### config.mk
export PLATFORM = sky130hd
export DESIGN_NAME = vdp_ram
export DESIGN_NICKNAME = d
export VERILOG_FILES = /design/src/logic/vdp_ram_pkg.sv /design/src/logic/vdp_ram.sv /design/src/logic/vdp_ram_slot_seq.sv /design/src/logic/vdp_ram_vc_arbiter.sv /design/src/logic/vdp_ram_slot_timer.sv
export VERILOG_INCLUDE_DIRS = /design/src /design/src/logic
export SDC_FILE = /design/constraint.sdc
export NUM_CORES = 1
export LEC_CHECK = 0
export ABC_AREA = 0
export ABC_CLOCK_PERIOD_IN_PS = 3130
export BUFFER_PORTS_ARGS = -buffer_cell sky130_fd_sc_hd__buf_2
export CELL_PAD_IN_SITES_DETAIL_PLACEMENT = 1
export CELL_PAD_IN_SITES_GLOBAL_PLACEMENT = 2
export CORE_MARGIN = 10
export CORE_UTILIZATION = 25
export DETAILED_ROUTE_END_ITERATION = 8
export PLACE_DENSITY = 0.68
export SLEW_MARGIN = 0
export SYNTH_ARGS = -nofsm -noshare
export SYNTH_HDL_FRONTEND = slang
export SYNTH_SLANG_ARGS = --single-unit
### constraint.sdc
create_clock -name CLK -period 3.13 [get_ports CLK]
set_input_delay 0.626 -clock CLK [delete_from_list [all_inputs] [get_ports CLK]]
set_output_delay 0.626 -clock CLK [all_outputs]
set_load 0.02 [all_outputs]
### src/logic/vdp_ram_consts.svh
//****************************************
// Video memory access unit constants
// Bus widths, slot timing and size codes
//****************************************

`ifndef VDP_RAM_CONSTS_SVH
`define VDP_RAM_CONSTS_SVH

// RAM byte address and data widths
`define VDP_RAM_ADDR_W      19
`define VDP_RAM_DATA_W      32

// Clock cycles in one access slot
`define VDP_RAM_SLOT_LEN    16

// Cycles within a slot where prep and exec pulse
`define VDP_RAM_PREP_AT     0
`define VDP_RAM_EXEC_AT     2

// Access size codes carried with the write data
`define VDP_RAM_SIZE_BYTE   2'd0
`define VDP_RAM_SIZE_WORD   2'd2

`endif
### src/logic/vdp_ram_pkg.sv
//****************************************
// Types shared by the video memory unit
//****************************************

`default_nettype none

`include "vdp_ram_consts.svh"

package vdp_ram_pkg;

    // Owner of the current access slot
    typedef enum logic [1:0] {
        SLOT_NONE    = 2'd0,
        SLOT_VC      = 2'd1,
        SLOT_DISP    = 2'd2,
        SLOT_REFRESH = 2'd3
    } slot_e;

    // CPU byte port request
    typedef struct packed {
        logic                         oe_n;
        logic                         we_n;
        logic [`VDP_RAM_ADDR_W-1:0]   addr;
        logic [7:0]                   din;
    } cpu_req_t;

    // Drawing command word port request
    typedef struct packed {
        logic                         oe_n;
        logic                         we_n;
        logic [`VDP_RAM_ADDR_W-1:0]   addr;
        logic [`VDP_RAM_DATA_W-1:0]   din;
    } cmd_req_t;

    // RAM data seen as one word or as four byte lanes
    typedef union packed {
        logic [`VDP_RAM_DATA_W-1:0]   word;
        logic [3:0][7:0]              lane;
    } ram_word_u;

    // Merged CPU/command request for the VC slot
    typedef struct packed {
        logic                         oe_n;
        logic                         we_n;
        logic [`VDP_RAM_ADDR_W-1:0]   addr;
        ram_word_u                    din;
        logic [1:0]                   din_size;
    } vc_req_t;

    // Outputs toward the external RAM
    typedef struct packed {
        logic                         oe_n;
        logic                         we_n;
        logic                         rfsh_n;
        logic [`VDP_RAM_ADDR_W-1:0]   addr;
        ram_word_u                    din;
        logic [1:0]                   din_size;
    } ram_bus_t;

endpackage

`default_nettype wire

### src/logic/vdp_ram.sv
//****************************************
// Video memory access unit
// Shares one RAM among CPU, command, display
//****************************************

`timescale 1ns/1ps
`default_nettype none

`include "vdp_ram_consts.svh"

module vdp_ram (
    input  wire                            CLK,
    input  wire                            RESET_n,
    input  vdp_ram_pkg::cpu_req_t          cpu,
    output logic                           cpu_busy,
    output logic [7:0]                     cpu_dout,
    input  vdp_ram_pkg::cmd_req_t          cmd,
    output logic                           cmd_busy,
    output logic [`VDP_RAM_DATA_W-1:0]     cmd_dout,
    output logic                           disp_req,
    input  logic [`VDP_RAM_ADDR_W-1:0]     disp_addr,
    output logic                           disp_ack,
    output logic [`VDP_RAM_DATA_W-1:0]     disp_dout,
    output vdp_ram_pkg::ram_bus_t          ram_bus,
    input  logic [`VDP_RAM_DATA_W-1:0]     ram_dout,
    input  logic                           ram_ack_n,
    output logic                           vmreq_n
);

    import vdp_ram_pkg::*;

    slot_e       slot;
    logic        prep;
    logic        exec;
    logic        vc_slot;
    vc_req_t     vc_req;
    logic        vc_ack;
    ram_word_u   vc_dout;

    vdp_ram_slot_timer slot_timer_i (
        .CLK     (CLK),
        .RESET_n (RESET_n),
        .slot    (slot),
        .prep    (prep),
        .exec    (exec)
    );

    vdp_ram_vc_arbiter vc_arbiter_i (
        .CLK      (CLK),
        .RESET_n  (RESET_n),
        .vc_slot  (vc_slot),
        .cpu      (cpu),
        .cpu_busy (cpu_busy),
        .cpu_dout (cpu_dout),
        .cmd      (cmd),
        .cmd_busy (cmd_busy),
        .cmd_dout (cmd_dout),
        .vc_req   (vc_req),
        .vc_ack   (vc_ack),
        .vc_dout  (vc_dout)
    );

    vdp_ram_slot_seq slot_seq_i (
        .CLK       (CLK),
        .RESET_n   (RESET_n),
        .slot      (slot),
        .prep      (prep),
        .exec      (exec),
        .vc_slot   (vc_slot),
        .vc_req    (vc_req),
        .vc_ack    (vc_ack),
        .vc_dout   (vc_dout),
        .disp_req  (disp_req),
        .disp_addr (disp_addr),
        .disp_ack  (disp_ack),
        .disp_dout (disp_dout),
        .ram_bus   (ram_bus),
        .ram_dout  (ram_dout),
        .ram_ack_n (ram_ack_n),
        .vmreq_n   (vmreq_n)
    );

endmodule

`default_nettype wire

### src/logic/vdp_ram_slot_seq.sv
//****************************************
// RAM slot sequencer
// Runs one RAM cycle per slot and returns data
//****************************************

`timescale 1ns/1ps
`default_nettype none

`include "vdp_ram_consts.svh"

module vdp_ram_slot_seq (
    input  wire                            CLK,
    input  wire                            RESET_n,
    input  vdp_ram_pkg::slot_e             slot,
    input  logic                           prep,
    input  logic                           exec,
    output logic                           vc_slot,
    input  vdp_ram_pkg::vc_req_t           vc_req,
    output logic                           vc_ack,
    output vdp_ram_pkg::ram_word_u         vc_dout,
    output logic                           disp_req,
    input  logic [`VDP_RAM_ADDR_W-1:0]     disp_addr,
    output logic                           disp_ack,
    output logic [`VDP_RAM_DATA_W-1:0]     disp_dout,
    output vdp_ram_pkg::ram_bus_t          ram_bus,
    input  logic [`VDP_RAM_DATA_W-1:0]     ram_dout,
    input  logic                           ram_ack_n,
    output logic                           vmreq_n
);

    import vdp_ram_pkg::*;

    typedef enum logic [1:0] {
        ST_WAIT_REQ,
        ST_WAIT_ACK,
        ST_WAIT_RELEASE
    } state_e;

    // One-hot acknowledge owner, refresh has no bit
    localparam int ACK_VC   = 0;
    localparam int ACK_DISP = 1;

    state_e                       state;
    slot_e                        owner;
    logic [1:0]                   ack_own;

    logic                         bus_oe_n;
    logic                         bus_we_n;
    logic                         bus_rfsh_n;
    logic [`VDP_RAM_ADDR_W-1:0]   bus_addr;
    ram_word_u                    bus_din;
    logic [1:0]                   bus_size;

    logic                         vc_idle;
    logic                         start;
    logic                         release_done;

    // Slot announcements toward the requesters
    assign vc_slot  = prep && (slot == SLOT_VC);
    assign disp_req = prep && (slot == SLOT_DISP);

    assign vc_idle      = vc_req.oe_n && vc_req.we_n;
    assign start        = (state == ST_WAIT_REQ) && exec;
    assign release_done = (state == ST_WAIT_RELEASE) && ram_ack_n;

    always_ff @(posedge CLK or negedge RESET_n) begin
        if (!RESET_n) begin
            owner <= SLOT_NONE;
        end else if (prep) begin
            owner <= slot;
        end
    end

    always_ff @(posedge CLK or negedge RESET_n) begin
        if (!RESET_n) begin
            state      <= ST_WAIT_REQ;
            ack_own    <= 2'b00;
            bus_oe_n   <= 1'b1;
            bus_we_n   <= 1'b1;
            bus_rfsh_n <= 1'b1;
            vc_ack     <= 1'b0;
            disp_ack   <= 1'b0;
            vmreq_n    <= 1'b1;
        end else begin
            vc_ack   <= 1'b0;
            disp_ack <= 1'b0;
            case (state)
                ST_WAIT_REQ: begin
                    if (start && owner == SLOT_VC && !vc_idle) begin
                        state    <= ST_WAIT_ACK;
                        ack_own  <= 2'b01 << ACK_VC;
                        bus_oe_n <= vc_req.oe_n;
                        bus_we_n <= vc_req.we_n;
                        vmreq_n  <= 1'b0;
                    end else if (start && owner == SLOT_DISP) begin
                        state    <= ST_WAIT_ACK;
                        ack_own  <= 2'b01 << ACK_DISP;
                        bus_oe_n <= 1'b0;
                        vmreq_n  <= 1'b0;
                    end else if (start && owner == SLOT_REFRESH) begin
                        state      <= ST_WAIT_ACK;
                        ack_own    <= 2'b00;
                        bus_rfsh_n <= 1'b0;
                        vmreq_n    <= 1'b0;
                    end
                end
                ST_WAIT_ACK: begin
                    // RAM has taken the cycle
                    if (!ram_ack_n) begin
                        state      <= ST_WAIT_RELEASE;
                        bus_oe_n   <= 1'b1;
                        bus_we_n   <= 1'b1;
                        bus_rfsh_n <= 1'b1;
                    end
                end
                default: begin
                    if (ram_ack_n) begin
                        state    <= ST_WAIT_REQ;
                        ack_own  <= 2'b00;
                        vc_ack   <= ack_own[ACK_VC];
                        disp_ack <= ack_own[ACK_DISP];
                        vmreq_n  <= 1'b1;
                    end
                end
            endcase
        end
    end

    // Address and data path
    always_ff @(posedge CLK) begin
        if (start && owner == SLOT_VC) begin
            bus_addr <= vc_req.addr;
            bus_din  <= vc_req.din;
            bus_size <= vc_req.din_size;
        end else if (start && owner == SLOT_DISP) begin
            bus_addr <= disp_addr;
            bus_size <= `VDP_RAM_SIZE_WORD;
        end
        if (release_done && ack_own[ACK_VC]) begin
            vc_dout.word <= ram_dout;
        end
        if (release_done && ack_own[ACK_DISP]) begin
            disp_dout <= ram_dout;
        end
    end

    assign ram_bus = '{
        oe_n:     bus_oe_n,
        we_n:     bus_we_n,
        rfsh_n:   bus_rfsh_n,
        addr:     bus_addr,
        din:      bus_din,
        din_size: bus_size
    };

endmodule

`default_nettype wire

### src/logic/vdp_ram_vc_arbiter.sv
//****************************************
// CPU and command arbiter for the VC slot
// CPU wins when both ports are pending
//****************************************

`timescale 1ns/1ps
`default_nettype none

`include "vdp_ram_consts.svh"

module vdp_ram_vc_arbiter (
    input  wire                            CLK,
    input  wire                            RESET_n,
    input  logic                           vc_slot,
    input  vdp_ram_pkg::cpu_req_t          cpu,
    output logic                           cpu_busy,
    output logic [7:0]                     cpu_dout,
    input  vdp_ram_pkg::cmd_req_t          cmd,
    output logic                           cmd_busy,
    output logic [`VDP_RAM_DATA_W-1:0]     cmd_dout,
    output vdp_ram_pkg::vc_req_t           vc_req,
    input  logic                           vc_ack,
    input  vdp_ram_pkg::ram_word_u         vc_dout
);

    import vdp_ram_pkg::*;

    typedef enum logic {
        ST_IDLE,
        ST_WAIT_ACK
    } state_e;

    typedef enum logic {
        SEL_CPU,
        SEL_CMD
    } select_e;

    state_e                       state;
    select_e                      sel;

    logic                         vc_oe_n;
    logic                         vc_we_n;
    logic [`VDP_RAM_ADDR_W-1:0]   vc_addr;
    ram_word_u                    vc_din;
    logic [1:0]                   vc_size;

    logic                         cpu_pending;
    logic                         cmd_pending;
    logic                         grant;
    logic                         done;

    assign cpu_pending = !cpu.oe_n || !cpu.we_n;
    assign cmd_pending = !cmd.oe_n || !cmd.we_n;
    assign grant       = (state == ST_IDLE) && vc_slot;
    assign done        = (state == ST_WAIT_ACK) && vc_ack;

    // Strobes, busy flags and state
    always_ff @(posedge CLK or negedge RESET_n) begin
        if (!RESET_n) begin
            state    <= ST_IDLE;
            sel      <= SEL_CPU;
            vc_oe_n  <= 1'b1;
            vc_we_n  <= 1'b1;
            cpu_busy <= 1'b0;
            cmd_busy <= 1'b0;
        end else if (grant && cpu_pending) begin
            state    <= ST_WAIT_ACK;
            sel      <= SEL_CPU;
            vc_oe_n  <= cpu.oe_n;
            vc_we_n  <= cpu.we_n;
            cpu_busy <= 1'b1;
        end else if (grant && cmd_pending) begin
            state    <= ST_WAIT_ACK;
            sel      <= SEL_CMD;
            vc_oe_n  <= cmd.oe_n;
            vc_we_n  <= cmd.we_n;
            cmd_busy <= 1'b1;
        end else if (done) begin
            state   <= ST_IDLE;
            vc_oe_n <= 1'b1;
            vc_we_n <= 1'b1;
            // Only the requester that was served goes idle
            if (sel == SEL_CPU) begin
                cpu_busy <= 1'b0;
            end else begin
                cmd_busy <= 1'b0;
            end
        end
    end

    // Address, write data and read data
    always_ff @(posedge CLK) begin
        if (grant && cpu_pending) begin
            vc_addr     <= cpu.addr;
            vc_din.lane <= {4{cpu.din}};
            vc_size     <= `VDP_RAM_SIZE_BYTE;
        end else if (grant && cmd_pending) begin
            vc_addr     <= cmd.addr;
            vc_din.word <= cmd.din;
            vc_size     <= `VDP_RAM_SIZE_WORD;
        end
        if (done && sel == SEL_CPU) begin
            cpu_dout <= vc_dout.lane[0];
        end
        if (done && sel == SEL_CMD) begin
            cmd_dout <= vc_dout.word;
        end
    end

    assign vc_req = '{
        oe_n:     vc_oe_n,
        we_n:     vc_we_n,
        addr:     vc_addr,
        din:      vc_din,
        din_size: vc_size
    };

endmodule

`default_nettype wire

### src/logic/vdp_ram_slot_timer.sv
//****************************************
// Slot timer for the video memory unit
// Rotates vc, disp, vc, refresh slots
//****************************************

`timescale 1ns/1ps
`default_nettype none

`include "vdp_ram_consts.svh"

module vdp_ram_slot_timer (
    input  wire                  CLK,
    input  wire                  RESET_n,
    output vdp_ram_pkg::slot_e   slot,
    output logic                 prep,
    output logic                 exec
);

    import vdp_ram_pkg::*;

    localparam int CNT_W = $clog2(`VDP_RAM_SLOT_LEN);

    localparam logic [CNT_W-1:0] CNT_LAST = CNT_W'(`VDP_RAM_SLOT_LEN - 1);
    localparam logic [CNT_W-1:0] CNT_PREP = CNT_W'(`VDP_RAM_PREP_AT);
    localparam logic [CNT_W-1:0] CNT_EXEC = CNT_W'(`VDP_RAM_EXEC_AT);

    // Cycle within the slot
    logic [CNT_W-1:0] count;

    // Position in the four-slot rotation
    logic [1:0]       slot_idx;

    always_ff @(posedge CLK or negedge RESET_n) begin
        if (!RESET_n) begin
            count    <= '0;
            slot_idx <= 2'd0;
        end else begin
            if (count == CNT_LAST) begin
                count    <= '0;
                slot_idx <= slot_idx + 2'd1;
            end else begin
                count <= count + 1'b1;
            end
        end
    end

    // Host side gets every other slot, display and refresh share the rest
    always_comb begin
        case (slot_idx)
            2'd0:    slot = SLOT_VC;
            2'd1:    slot = SLOT_DISP;
            2'd2:    slot = SLOT_VC;
            default: slot = SLOT_REFRESH;
        endcase
    end

    // Prep lets the owner get ready, exec starts the RAM cycle
    assign prep = (count == CNT_PREP);
    assign exec = (count == CNT_EXEC);

endmodule

`default_nettype wire

==> flow_summary_export.csv <==
group,metric,value,unit
route,vias,4661,
synth,synth-async-reset-ratio,10.3,%
synth,post_synth.cell_area_avg,20.6,um^2
route,route.final.wire_length,21800,um
grt,grt_max_degree,55,
grt,grtUsageMet1,11.0,%
cts,cts_max_level,1,
synth,ys_types,45,
sta,finalWorstPathRequiredPeriod,2.67,ns
synth,synth.ff_latch_count,232,
final_layout,antenna-diode-count,0,
floorplanning,io_pins,269,
sta,drv_slew,0,
setup_path,worstPathArrival,2.04,ns
setup_path,criticalPathCategory,"flip-flop to primary output",
sta,skew,0.0181,ns
synth,yosys_most_used_dff,"edfxtp_1",
setup_path,critical_path.max_fanout,8,
placement,dp.final_hpwl,16100,um
grt,grt_first_pass_wirelength,31600,um
setup_path,critPathRequiredTime,2.50,ns
cts,cts-buffers-inserted,26,
setup_path,start_kind,"flip-flop",
sta,slew-limit-headroom,52.9,%
synth,synth_area,8430,um^2
placement,numPortBuffers,267,
sta,achievable-frequency,375,MHz
grt,globalRoute.totalOverflow,0,
route,drt_first_pass_iters,4,
min_path,min_path_type,"primary input to asynchronous set/reset pin",
synth,synth_top_area_share,73.7,%
power,power_density,589,nW/um^2
cts,path_clk_slew,0.06,ns
final_layout,layout-area-overhead-vs-synth,32.6,%
cts,clock_sink_count,232,
synth,synthCells,409,
cts,cts.hold.buffers_added,0,
floorplanning,floorplan.rows,67,
sta,rsz0062_at_grt,"no",
synth,synth_common_cells,"edfxtp_1 (207), mux2_2 (52), dfrtp_1 (18), mux2_4 (18), inv_1 (13)",
grt,grt_util_met2,17.5,%
run,max_cap_violations,0,
cts,clock_tree.root_cell,"clkbuf_16",
grt,grt_most_used_layer,"met2",
sta,finalSetupViolations,0,
final_layout,final_layout_size_suffix_gt1_share,55.0,%
synth,post-synth-top-count-cell,"edfxtp_1",
synth,synthTopCellsByArea,"edfxtp_1 (74%), mux2_2 (6.9%), dfrtp_1 (5.3%), mux2_4 (3.2%), dfstp_2 (1.9%)",
floorplanning,core-area,33400,um^2
placement,place_congestion,0.707,
cts,cts_tree,"done",
route,avgViaCountPerCell,4.01,
final_layout,filler_cell_count,3537,
floorplanning,initial_core_util,25.3,%
cts,maximum_number_of_buffers_from_clock_root_to_sink,3,
sta,slew_at_the_pin_closest_to_its_max_slew_limit,0.706,ns
outcome,result_of_the_run,"finished clean",
sta,timing.setup.tns,0,ns
synth,synthesis.nets,551,
power,total_leakage_power,0.00439,uW
cts,worstSkewPairLatency,0.52,ns
cts,cts_setup_buffers,0,
grt,use_met3,3.38,%
synth,synth_seq_area_share,81.2,%
power,vdd.ir_drop.worst,0.304,mV
final_layout,finish.net_count,840,
sta,final-hold-violation-count,0,
route,ant_nets,0,
route,detail_route.drc_violations,0,
cts,cts-resized-gates,0,
grt,antenna_found_initial,0,
floorplanning,die-area,41500,um^2
setup_path,worstSetupEndpointType,"primary output",
synth,yosys.area.top_type,"edfxtp_1",
floorplanning,die_height,204,um
sta,timing.final.crit_share,85.2,%
floorplanning,die_w,204,um
synth,synthesis.yosys.warnings,0,
grt,track_usage,9.83,%
route,routed_wire_length_per_instance,18.7,um
grt,first_global_vias,5045,
synth,synth_enable_flop_cells,207,
final_layout,fin_area,11200,um^2
route,drt_iter0_drc,146,
placement,detailed_place.area,10300,um^2
## worst max-delay path, cell delays in order (launching register included)
cell	delay, ns
dfrtp_1	0.40
inv_1	0.11
ha_1	0.15
nor3b_2	0.49
and2_1	0.22
buf_2	0.17
## metal layers
layer	vias to the layer above	routed length, um
li1	2161	-
met1	2322	8550
met4	0	340
met2	152	11300
met5	-	0
met3	26	1650
## cell usage in the layout (no fill, tap or decap), types with 6 or more instances in the layout
cell type,instances
o21ai_0,7
nand2_1,6
buf_4,6
edfxtp_1,207
ha_1,6
buf_2,267
dfstp_2,6
inv_1,12
mux2_4,18
dfrtp_1,18
clkbuf_16,27
clkinv_1,8
mux2_2,52
## cell families (layout without fill, tap and decap cells)
family	after synthesis	after routing	synth area share, %
buffers and inverters	28	334	2.14
adders and majority gates	6	6	0.890
muxes	71	71	10.3
DFF	232	232	81.2
and+or+nand+nor	36	36	2.49
xor gates and xnor gates	4	4	0.416
other	1	1	0.0445
AOI/OAI and AO/OA	31	31	2.57
## cell type report
class                      count  area [um^2]  share of cell area, %
clock inverter                15          165                   1.48
sequential                   232         6840                   61.2
timing repair buffer         276         1440                   12.9
multi-input combinational    149         1430                   12.8
clock buffer                  30          687                   6.15
tap                          448          561                   5.02
inverter                      13         48.8                  0.437
## flip-flops by register name (all words and copies together), names as in the netlist, 2 cells and up
register	flops
slot_seq_i.disp_dout	32
slot_seq_i.state	2
vc_arbiter_i.cmd_dout	32
slot_seq_i.ack_own	2
slot_timer_i.count	4
slot_seq_i.vc_dout	32
slot_timer_i.slot_idx	2
slot_seq_i.owner	2
vc_arbiter_i.vc_din	32
vc_arbiter_i.cpu_dout	8
slot_seq_i.bus_din	32
vc_arbiter_i.vc_addr	19
slot_seq_i.bus_addr	19
## where the power goes
group / leakage, uW / switching, uW / internal, uW
clock: 0.000417 / 1150 / 1880
sequential: 0.00215 / 3.72 / 3370
combinational: 0.00182 / 75.2 / 107
## metrics by stage
stage,hold slack [ns],total power [uW],utilization (%),setup slack (ns),instances
global placement,0.400,3610,30.9,0.839,1118
detailed placement,0.405,3620,30.9,0.787,1118
CTS,0.0869,6710,33.5,0.386,1163
global route,0.118,6850,33.5,0.314,1163
floorplan,0.330,3500,-,0.460,409
finish,0.0876,6580,33.5,0.465,1163
## worst paths after layout
path | startpoint | to | slack [ns] | depth (start not counted)
max | slot_timer_i.count[0]$_DFF_PN0_ | disp_req | 0.46 | 5
min | RESET_n | vc_arbiter_i.cmd_busy$_DFFE_PN0P_ | 0.09 | 1
max reg2reg | slot_seq_i.state[0]$_DFFE_PN0P_ | slot_seq_i.bus_din[26]$_DFFE_PN_ | 0.83 | 4
max in group asynchronous | RESET_n | slot_seq_i.bus_oe_n$_DFFE_PN1P_ | 2.65 | 1
min reg2reg | slot_seq_i.vc_dout[13]$_DFFE_PP_ | vc_arbiter_i.cmd_dout[13]$_DFFE_PP_ | 0.41 | 0
min in group CLK | ram_dout[13] | slot_seq_i.disp_dout[13]$_DFFE_PP_ | 0.30 | 1
(Power assumes the default switching activity.)
